`config.mk`:
```
export PLATFORM = sky130hd
export DESIGN_NAME = arm_fetch_decode
export DESIGN_NICKNAME = d
export VERILOG_FILES = /design/src/arm_dec_pkg.sv /design/src/stage_reg.sv /design/src/insn_decoder.sv /design/src/cond_unit.sv /design/src/pc_unit.sv /design/src/arm_fetch_decode.sv
export VERILOG_INCLUDE_DIRS = /design/src
export SDC_FILE = /design/constraint.sdc
export NUM_CORES = 1
export LEC_CHECK = 0
export BUFFER_PORTS_ARGS = -buffer_cell sky130_fd_sc_hd__buf_4
export CAP_MARGIN = 20
export CORE_UTILIZATION = 30
export DETAILED_ROUTE_END_ITERATION = 8
export GPL_TIMING_DRIVEN = 0
export SLEW_MARGIN = 40
export SYNTH_ARGS = -nofsm -noshare
export SYNTH_HDL_FRONTEND = slang
export SYNTH_SLANG_ARGS = --single-unit
```
`constraint.sdc`:
```
create_clock -name clk -period 4.9 [get_ports clk]
set_input_delay 0.245 -clock clk [delete_from_list [all_inputs] [get_ports clk]]
set_output_delay 0.245 -clock clk [all_outputs]
set_load 0.03 [all_outputs]
```
`src/arm_dec_params.svh`:
```
`ifndef ARM_DEC_PARAMS_SVH
`define ARM_DEC_PARAMS_SVH

// instruction and address width
`define ARM_WORD_W 32

// register index width
`define ARM_REG_W 4

// condition field, also NZCV width
`define ARM_COND_W 4

// sequential fetch step in bytes
`define ARM_PC_STEP 4

// signed word offset of B / BL
`define ARM_BOFS_W 24

// r14, written by BL
`define ARM_LINK_REG 14

`endif

```
`src/arm_dec_pkg.sv`:
```
`default_nettype none

`include "arm_dec_params.svh"

package arm_dec_pkg;

    // instruction class, bits 27..25
    // 100, 110 and 111 are left undefined
    typedef enum logic [2:0] {
        CLS_DP_SHIFT = 3'b000,
        CLS_DP_IMM   = 3'b001,
        CLS_LS_IMM   = 3'b010,
        CLS_LS_REG   = 3'b011,
        CLS_BRANCH   = 3'b101
    } insn_class_t;

    // condition field, bits 31..28
    typedef enum logic [`ARM_COND_W-1:0] {
        COND_EQ = 4'h0,
        COND_NE = 4'h1,
        COND_CS = 4'h2,
        COND_CC = 4'h3,
        COND_MI = 4'h4,
        COND_PL = 4'h5,
        COND_VS = 4'h6,
        COND_VC = 4'h7,
        COND_HI = 4'h8,
        COND_LS = 4'h9,
        COND_GE = 4'ha,
        COND_LT = 4'hb,
        COND_GT = 4'hc,
        COND_LE = 4'hd,
        COND_AL = 4'he,
        COND_NV = 4'hf
    } cond_t;

    // alu opcodes forced by the decoder
    localparam logic [3:0] ALU_ADD = 4'b0100;
    localparam logic [3:0] ALU_SUB = 4'b0010;

    // control word, all zero is a no-op
    typedef struct packed {
        logic       shift_imm;
        logic [3:0] alu_op;
        logic       load;
        logic       rf_write;
        logic       mem_write;
        logic       branch;
        logic       link;
    } ctrl_t;

    // record held by the output slice
    typedef struct packed {
        logic [`ARM_WORD_W-1:0] pc;
        logic [`ARM_REG_W-1:0]  rd;
        ctrl_t                  ctrl;
        logic                   cond_pass;
    } dec_t;

endpackage

`default_nettype wire

```
`src/stage_reg.sv`:
```
`default_nettype none
`timescale 1ns/1ns

module stage_reg #(
    parameter type payload_t = logic
) (
    input  logic     clk,
    input  logic     rst_n,
    input  logic     in_valid,
    output logic     in_ready,
    input  payload_t in_data,
    output logic     out_valid,
    input  logic     out_ready,
    output payload_t out_data
);

    // occupancy of the single entry
    logic     full;
    // held item
    payload_t data_q;
    logic     push;
    logic     pop;

    // leaving item makes room in the same cycle
    assign pop      = full && out_ready;
    assign in_ready = !full || pop;
    assign push     = in_valid && in_ready;

    always_ff @(posedge clk or negedge rst_n)
    begin
        if (!rst_n)
        begin
            full <= 1'b0;
        end
        else if (push)
        begin
            full <= 1'b1;
        end
        else if (pop)
        begin
            full <= 1'b0;
        end
    end

    // payload only moves on a push
    always_ff @(posedge clk)
    begin
        if (push)
        begin
            data_q <= in_data;
        end
    end

    assign out_valid = full;
    assign out_data  = data_q;

endmodule

`default_nettype wire

```
`src/insn_decoder.sv`:
```
`default_nettype none
`timescale 1ns/1ns

`include "arm_dec_params.svh"

module insn_decoder (
    input  logic [`ARM_WORD_W-1:0] instr,
    output arm_dec_pkg::ctrl_t     ctrl,
    output logic [`ARM_REG_W-1:0]  rd
);

    import arm_dec_pkg::*;

    insn_class_t cls;
    // L bit of load/store
    logic        ls_load;
    // U bit, offset added when set
    logic        ls_up;
    // L bit of branch, link when set
    logic        br_link;

    assign cls     = insn_class_t'(instr[27:25]);
    assign ls_load = instr[20];
    assign ls_up   = instr[23];
    assign br_link = instr[24];

    always_comb
    begin
        // defaults give the no-op record
        ctrl = '0;
        rd   = instr[15:12];

        case (cls)
            CLS_DP_SHIFT,
            CLS_DP_IMM:
            begin
                // opcode passed straight to the alu
                ctrl.rf_write  = 1'b1;
                ctrl.alu_op    = instr[24:21];
                ctrl.shift_imm = (cls == CLS_DP_IMM);
            end

            CLS_LS_IMM,
            CLS_LS_REG:
            begin
                // ldr writes rd, str writes memory
                ctrl.load      = ls_load;
                ctrl.rf_write  = ls_load;
                ctrl.mem_write = !ls_load;
                // address = base +/- offset
                ctrl.alu_op    = ls_up ? ALU_ADD : ALU_SUB;
            end

            CLS_BRANCH:
            begin
                ctrl.branch = 1'b1;
                if (br_link)
                begin
                    // bl saves the return address in r14
                    ctrl.link     = 1'b1;
                    ctrl.rf_write = 1'b1;
                    ctrl.alu_op   = ALU_ADD;
                    rd            = `ARM_REG_W'(`ARM_LINK_REG);
                end
            end

            default:
            begin
                // undefined class, nothing happens
                ctrl = '0;
            end
        endcase
    end

endmodule

`default_nettype wire

```
`src/cond_unit.sv`:
```
`default_nettype none
`timescale 1ns/1ns

`include "arm_dec_params.svh"

module cond_unit (
    input  logic                   clk,
    input  logic                   rst_n,
    input  logic                   flags_we,
    input  logic [`ARM_COND_W-1:0] flags,
    input  arm_dec_pkg::cond_t     cond,
    output logic                   pass
);

    import arm_dec_pkg::*;

    // status register, N Z C V from msb down
    logic [`ARM_COND_W-1:0] nzcv;
    logic                   n;
    logic                   z;
    logic                   c;
    logic                   v;

    always_ff @(posedge clk or negedge rst_n)
    begin
        if (!rst_n)
        begin
            nzcv <= '0;
        end
        else if (flags_we)
        begin
            nzcv <= flags;
        end
    end

    assign n = nzcv[3];
    assign z = nzcv[2];
    assign c = nzcv[1];
    assign v = nzcv[0];

    always_comb
    begin
        case (cond)
            COND_EQ: pass = z;
            COND_NE: pass = !z;
            COND_CS: pass = c;
            COND_CC: pass = !c;
            COND_MI: pass = n;
            COND_PL: pass = !n;
            COND_VS: pass = v;
            COND_VC: pass = !v;
            // unsigned compares
            COND_HI: pass = c && !z;
            COND_LS: pass = !c || z;
            // signed compares
            COND_GE: pass = (n == v);
            COND_LT: pass = (n != v);
            COND_GT: pass = !z && (n == v);
            COND_LE: pass = z || (n != v);
            COND_AL: pass = 1'b1;
            COND_NV: pass = 1'b0;
            default: pass = 1'b0;
        endcase
    end

endmodule

`default_nettype wire

```
`src/pc_unit.sv`:
```
`default_nettype none
`timescale 1ns/1ns

`include "arm_dec_params.svh"

module pc_unit (
    input  logic                   clk,
    input  logic                   rst_n,
    input  logic                   advance,
    input  logic                   taken,
    input  logic [`ARM_BOFS_W-1:0] offset,
    output logic [`ARM_WORD_W-1:0] pc
);

    logic [`ARM_WORD_W-1:0] pc_plus4;
    // word offset as a byte offset
    logic [`ARM_WORD_W-1:0] ofs_x4;
    logic [`ARM_WORD_W-1:0] target;

    assign pc_plus4 = pc + `ARM_WORD_W'(`ARM_PC_STEP);

    // sign extend then scale by four
    assign ofs_x4 = {{(`ARM_WORD_W - `ARM_BOFS_W - 2){offset[`ARM_BOFS_W-1]}}, offset, 2'b00};

    // relative to the next pc
    assign target = pc_plus4 + ofs_x4;

    always_ff @(posedge clk or negedge rst_n)
    begin
        if (!rst_n)
        begin
            pc <= '0;
        end
        else if (advance)
        begin
            // one step per retired instruction
            pc <= taken ? target : pc_plus4;
        end
    end

endmodule

`default_nettype wire

```
`src/arm_fetch_decode.sv`:
```
`default_nettype none
`timescale 1ns/1ns

`include "arm_dec_params.svh"

module arm_fetch_decode (
    input  logic                   clk,
    input  logic                   rst_n,
    input  logic                   instr_valid,
    output logic                   instr_ready,
    input  logic [`ARM_WORD_W-1:0] instr,
    input  logic                   flags_we,
    input  logic [`ARM_COND_W-1:0] flags,
    output logic                   dec_valid,
    input  logic                   dec_ready,
    output logic [`ARM_WORD_W-1:0] dec_pc,
    output logic [`ARM_REG_W-1:0]  dec_rd,
    output arm_dec_pkg::ctrl_t     dec_ctrl,
    output logic                   dec_cond_pass
);

    import arm_dec_pkg::*;

    // instruction held in the input slice
    logic                   iq_valid;
    logic [`ARM_WORD_W-1:0] iq_instr;
    // output slice ready, gates retirement
    logic                   oq_ready;
    logic                   retire;

    ctrl_t                  raw_ctrl;
    logic [`ARM_REG_W-1:0]  rd;
    logic                   pass;
    logic [`ARM_WORD_W-1:0] pc;
    dec_t                   mid_rec;
    dec_t                   out_rec;

    stage_reg #(
        .payload_t (logic [`ARM_WORD_W-1:0])
    ) in_slice_i (
        .clk       (clk),
        .rst_n     (rst_n),
        .in_valid  (instr_valid),
        .in_ready  (instr_ready),
        .in_data   (instr),
        .out_valid (iq_valid),
        .out_ready (oq_ready),
        .out_data  (iq_instr)
    );

    insn_decoder insn_decoder_i (
        .instr (iq_instr),
        .ctrl  (raw_ctrl),
        .rd    (rd)
    );

    // condition taken from bits 31..28
    cond_unit cond_unit_i (
        .clk      (clk),
        .rst_n    (rst_n),
        .flags_we (flags_we),
        .flags    (flags),
        .cond     (cond_t'(iq_instr[31:28])),
        .pass     (pass)
    );

    // item moves from input slice to output slice
    assign retire = iq_valid && oq_ready;

    // failed branches fall through to pc + 4
    pc_unit pc_unit_i (
        .clk     (clk),
        .rst_n   (rst_n),
        .advance (retire),
        .taken   (raw_ctrl.branch && pass),
        .offset  (iq_instr[`ARM_BOFS_W-1:0]),
        .pc      (pc)
    );

    // pc before the update travels with the item
    assign mid_rec.pc        = pc;
    assign mid_rec.rd        = rd;
    // failed condition squashes to a no-op
    assign mid_rec.ctrl      = pass ? raw_ctrl : '0;
    assign mid_rec.cond_pass = pass;

    stage_reg #(
        .payload_t (dec_t)
    ) out_slice_i (
        .clk       (clk),
        .rst_n     (rst_n),
        .in_valid  (iq_valid),
        .in_ready  (oq_ready),
        .in_data   (mid_rec),
        .out_valid (dec_valid),
        .out_ready (dec_ready),
        .out_data  (out_rec)
    );

    assign dec_pc        = out_rec.pc;
    assign dec_rd        = out_rec.rd;
    assign dec_ctrl      = out_rec.ctrl;
    assign dec_cond_pass = out_rec.cond_pass;

endmodule

`default_nettype wire

```
# After elaboration in Yosys (flattened, before gate mapping)
# Index checks and enable logic that the tools add are counted.
dict set report op_classes {
  reduce_logical 26
  n_eq_ne 21
  n_addsub 2
  mux 14
}
# op count
set ops {}
lappend ops {{$add A32 B3 Y32 const B} 1}
lappend ops {{$add A32 B32 Y32} 1}
lappend ops {{$eq A4 B4 Y1 const B} 8}
lappend ops {{$mux W32} 1}
lappend ops {{$eq A4 B3 Y1 const B} 4}
lappend ops {{$pmux W1 S16} 1}
lappend ops {{$pmux W4 S3} 1}
lappend ops {{$eq A4 B2 Y1 const B} 2}
lappend ops {{$mux W4} 2}
lappend ops {{$logic_not A1 Y1} 7}
lappend ops {{$eq A3 B2 Y1 const B} 2}
lappend ops {{$logic_and A1 B1 Y1} 6}
lappend ops {{$mux W3} 2}
lappend ops {{$reduce_and A2 Y1} 3}
lappend ops {{$mux W1} 5}
lappend ops {{$eq A4 B1 Y1 const B} 1}
lappend ops {{$logic_not A4 Y1} 1}
lappend ops {{$logic_or A1 B1 Y1} 4}
lappend ops {{$reduce_bool A2 Y1} 2}
lappend ops {{$reduce_or A2 Y1} 2}
lappend ops {{$eq A3 B1 Y1 const B} 1}
lappend ops {{$eq A3 B3 Y1 const B} 1}
lappend ops {{$logic_not A3 Y1} 1}
lappend ops {{$pmux W1 S3} 1}
lappend ops {{3 further kinds} 3}
dict set report totals {
  input_bits 41
  reg_bits 117
  word_cells 78
}

# Logic depth before layout (Yosys ltp)
dict set report logic_depth {
  depth_word 6
  ltp_mapped 17
}

# By module
# A second synthesis with hierarchy kept.
dict set report unflattened {
  hier_cells 636
  area_unflattened_um2 6716.4
}
# module cells_per_inst area_per_inst_um2 n_inst
set modules_own_cells {}
lappend modules_own_cells {pc_unit 488 3703.6 1}
lappend modules_own_cells {{stage_reg (out_slice_i)} 51 1465.2 1}
lappend modules_own_cells {{stage_reg (in_slice_i)} 36 1014.7 1}
lappend modules_own_cells {cond_unit 29 312.8 1}
lappend modules_own_cells {insn_decoder 21 151.4 1}
lappend modules_own_cells {arm_fetch_decode 11 68.8 1}

# Worst setup path after synthesis
# No wires, ideal clock.
dict set report synth_path {
  path_type {register -> register}
  start {register pc_unit_i.pc[4]}
  end {register pc_unit_i.pc[28]}
  path_buffers 1
  t_arrival_ns 3.438
  setup_time_ns 0.121
  slack_ns 1.341
  path_stages_with_launch 18
  synth_period_minus_slack_ns 3.559
  path_cell_list {dfrtp_1 -> buf_2 -> and4_1 -> nand4_2 -> nor2_1 -> and3_1 -> nand3_1 -> xnor2_1 -> ha_1 -> and3_1 -> and2_1 -> a221o_1 -> a21oi_1 -> a2111oi_2 -> o22ai_1 -> xor2_1 -> a21oi_1 -> o22a_1}
}
dict set report synth_between {
  elab_chain_len 3
}
# item line
set synth_rtl {}
lappend synth_rtl {{start, declared} pc_unit.sv:12} ;# output logic [`ARM_WORD_W-1:0] pc
lappend synth_rtl {{start signal, assigned} pc_unit.sv:37} ;# pc <= taken ? target : pc_plus4;
lappend synth_rtl {{$add A32 B3 Y32 *} pc_unit.sv:20} ;# assign pc_plus4 = pc + `ARM_WORD_W'(`ARM_PC_STEP);
lappend synth_rtl {{$add A32 B32 Y32} pc_unit.sv:26} ;# assign target = pc_plus4 + ofs_x4;
lappend synth_rtl {{$mux W32 *} pc_unit.sv:37}
# Every way passes the cells marked *; elsewhere a longest branch is shown, timed or not.
# A chain may end at the register's enable or synchronous reset.

# Final worst setup path
dict set report layout_path {
  start {register pc_unit_i.pc[4]}
  end {register pc_unit_i.pc[31]}
}
# The elaborated chain is that of the path after synthesis.

==> metrics.txt <==
Residual DRC=0; all-layer global routing usage=between 15 and 20%; Rows=53; Slew HR=roughly 57%; insertion delay to the later sink of the worst-skew pair=approximately 420 ps; Setup CP Type=flop to flop; Hold WC Path Type=input port to flop; Critical R2R Launch=pc_unit_i.pc[4]$_DFFE_PN0P_; largest net degree at the start of global routing=38; DRT Wirelength=~17000 um; Nets=between 800 and 900; Cells after Synth=630; Synth cell types=just over 70; Post-CTS Setup Bufs=0; vias in the first global route=5076; Critical Path Start=pc_unit_i.pc[4]$_DFFE_PN0P_; RSZ-0062 raised after global routing=no; ys flop type=edfxtp_1; Die H=between 100 and 150 um; max frequency=0.227 GHz; clock slew at reported path FFs=around 60 ps; Num CTS Buffers=17; Yosys warning count=0; Seq/Total Area, Yosys=about 49%; ANT cells=0; Vias/cell=around 5; Worst EP arrival=about 4700 ps; Setup crit end kind=flop; first-pass GRT wire length=26200 um; CTS max path bufs=2; non-filler cells in the finished layout=1059; max-slew violation count=0; Starting DRT DRC Count=between 200 and 300; share of cells above drive strength 1=18.9%; slowest CP cell=nor3_1; drt pass-1 iters=6; CP startpoint kind=flop; H-tree Lvls=4; Layout Area Growth over Synthesis=30.3%; core area=~0.021 mm^2; Root Buffer=clkbuf_16; Sequential Area=0.00321 mm^2; Cells after DPL=~1000; Multi-input gate area=approximately 0.0032 mm^2; final setup vio count=0; final RePlAce weighted congestion=approximately 0.85; VDD IR max=0.000216 V; wire length per cell=about 16 um; Mapped Area=between 0.006 and 0.007 mm^2; outcome=complete, no violations; WP data required=about 5200 ps; slowest stage delay, CP=500 ps; worst slew pin tran=646 ps; Via Count=5253; # fillers=between 2000 and 2500; CP Max Fanout=7; post-route cell area=approximately 0.0085 mm^2; Post-Route Skew=between 10 and 15 ps; IO Port Bufs=87; CTS tree=yes; fin crit period=approximately 4400 ps; Placed Instance Area=about 0.0076 mm^2; total power divided by cell area=roughly 540 mW/mm^2; final hold vios=0; Detail Route Antenna Nets=0; EDFF count, synth=77; clk sinks=around 110; IO Count=90; initial antenna violation count=0; Starting Density=a little under a third; final total power=between 4000 and 5000 uW; grt ovf=0; Syn Area/Cell=about 10 um^2; Die X=around 150 um; Worst Hold Launch=instr_valid; Final HPWL DP=approximately 12000 um; Pleak=roughly 0.0035 uW; # resized after CTS=0; die area=0.0225 mm^2; max-cap violation count=0; critical-path cell list=buf_2 -> and4_1 -> and3_1 -> nand2_1 -> nor3_1 -> xor2_1 -> ha_1 -> o21ai_0 -> a32oi_1 -> nor3b_1 -> inv_1 -> o21ai_0 -> a31oi_1 -> mux2_2 -> nand3_1 -> xor2_1; ys async rst share=31.9%; Period Utilization, post-route=89.7%; Post-Route Setup TNS=0 ps; Synth Register Bits=113
==> cell type report <==
class,count,share of cell area [%]
Tap cell,275,4.02
Multi-Input combinational cell,481,37.3
Sequential cell,113,37.6
Inverter,16,0.732
Clock buffer,21,5.15
Buffer,21,1.26
Timing Repair Buffer,121,11.7
Clock inverter,11,2.21
==> critical path, delay by kind of cell (launching register included) <==
kind / cells / cell delay [ps]
AOI/OAI and AO/OA: 4 / 1040
DFF: 1 / 330
muxes: 1 / 330
buffers and inverters: 2 / 240
and+or+nand+nor: 6 / 1570
adders and majority gates: 1 / 450
xor gates and xnor gates: 2 / 350
==> flip-flops by register name (all words and copies together), names as in the netlist <==
register / cells
in_slice_i.out_valid: 1
out_slice_i.out_valid: 1
cond_unit_i.nzcv: 4
out_slice_i.out_data: 45
pc_unit_i.pc: 30
in_slice_i.out_data: 32
==> through the flow <==
step / utilization (%) / setup slack [ps] / hold slack [ps]
floorplan: - / 1340 / -50.6
global placement: 35.6 / 592 / 252
detailed placement: 35.8 / 559 / 256
CTS: 40.3 / 514 / 3.92
global route: 40.3 / 130 / 7.75
finish: 40.3 / 502 / 25.3
==> logic make-up (layout without fill, tap and decap cells) <==
kind of cell	count (synthesis)	after routing	share of synthesized area (%)
and+or+nand+nor	217	217	17.3
AOI/OAI and AO/OA	161	161	15.1
DFF	113	113	49.0
xor gates and xnor gates	56	56	7.59
adders and majority gates	38	38	7.36
buffers and inverters	37	190	2.54
muxes	7	7	1.14
other	1	2	0.0571
==> power by group <==
| group | switching [uW] | internal, uW | leakage (uW) | total (uW) |
|---|---|---|---|---|
| Sequential | 217 | 1260 | 0.00117 | 1480 |
| Clock | 428 | 898 | 0.000301 | 1330 |
| Combinational | 1060 | 750 | 0.00206 | 1810 |
==> placed cells by master, fill, tap and decap left out, types with 4 or more instances in the layout <==
| cell | instances |
|---|---|
| o21bai_1 | 4 |
| dlygate4sd3_1 | 33 |
| xnor2_1 | 26 |
| edfxtp_1 | 77 |
| a211oi_1 | 4 |
| bufinv_16 | 5 |
| nand3_1 | 20 |
| dfrtp_1 | 36 |
| inv_1 | 13 |
| nand2_1 | 66 |
| buf_4 | 89 |
| and3_1 | 11 |
| clkbuf_16 | 17 |
| and2_1 | 10 |
| nor3_1 | 9 |
| a21oi_1 | 52 |
| mux2_2 | 4 |
| o21ai_1 | 5 |
| nor4_1 | 4 |
| clkbuf_1 | 13 |
| a21o_1 | 17 |
| nand2b_1 | 9 |
| a31oi_1 | 12 |
| buf_2 | 8 |
| nor3b_1 | 8 |
| ha_1 | 37 |
| xor2_1 | 29 |
| nor2_1 | 48 |
| o21ai_0 | 38 |
| nand4_1 | 8 |
==> worst paths after layout <==
kind	end	slack, ps	depth (start not counted)
max in group asynchronous	pc_unit_i.pc[22]$_DFFE_PN0P_	4170	2
worst min-delay path	in_slice_i.out_valid$_DFFE_PN0P_	30	2
worst min register to register	out_slice_i.out_data[19]$_DFFE_PP_	440	0
worst max register to register	pc_unit_i.pc[31]$_DFFE_PN0P_	500	16
min in group asynchronous	pc_unit_i.pc[3]$_DFFE_PN0P_	350	2
worst max-delay path	pc_unit_i.pc[31]$_DFFE_PN0P_	500	16
==> synthesized netlist by cell type (2+ instances only) <==
cell type | instances | area, um^2
edfxtp_1 | 77 | 2310
nand2_1 | 66 | 248
a21oi_1 | 52 | 260
nor2_1 | 48 | 180
o21ai_0 | 38 | 190
ha_1 | 37 | 463
dfrtp_1 | 36 | 901
xor2_1 | 29 | 254
xnor2_1 | 26 | 228
nand3_1 | 20 | 100
a21o_1 | 17 | 128
inv_1 | 13 | 48.8
a31oi_1 | 12 | 75.1
and2_1 | 11 | 68.8
and3_1 | 11 | 68.8
clkbuf_1 | 10 | 37.5
nand2b_1 | 9 | 56.3
nor3_1 | 9 | 45.0
buf_2 | 8 | 40.0
nand4_1 | 8 | 50.1
nor3b_1 | 8 | 60.1
o21ai_1 | 5 | 25.0
a211oi_1 | 4 | 30.0
mux2_2 | 4 | 45.0
nor4_1 | 4 | 25.0
o21bai_1 | 4 | 30.0
and4_1 | 3 | 26.3
mux2i_1 | 3 | 30.0
nand3_2 | 3 | 30.0
o211ai_1 | 3 | 22.5
o22a_1 | 3 | 26.3
a221o_1 | 2 | 20.0
a221oi_1 | 2 | 17.5
a22oi_1 | 2 | 15.0
a32oi_1 | 2 | 17.5
buf_4 | 2 | 15.0
nor2b_1 | 2 | 12.5
nor4bb_1 | 2 | 20.0
o21a_1 | 2 | 15.0
o22ai_1 | 2 | 12.5
==> repair_timing <==
item                                    4_1_cts  5_1_grt
hold endpoints to repair                     68        0
endpoints found under the setup margin        0        0
hold buffers                                 33        0
==> metal layers <==
metal / vias to the layer above / share of wire [%] / GRT usage (%)
li1: 2600 / - / -
met1: 2459 / 46 / 20.1
met2: 174 / 46 / 24.8
met3: 20 / 6.0 / 3.75
met4: 0 / 1.6 / 5.76
met5: - / 0 / 0
Power figures use the tool's default switching activity.
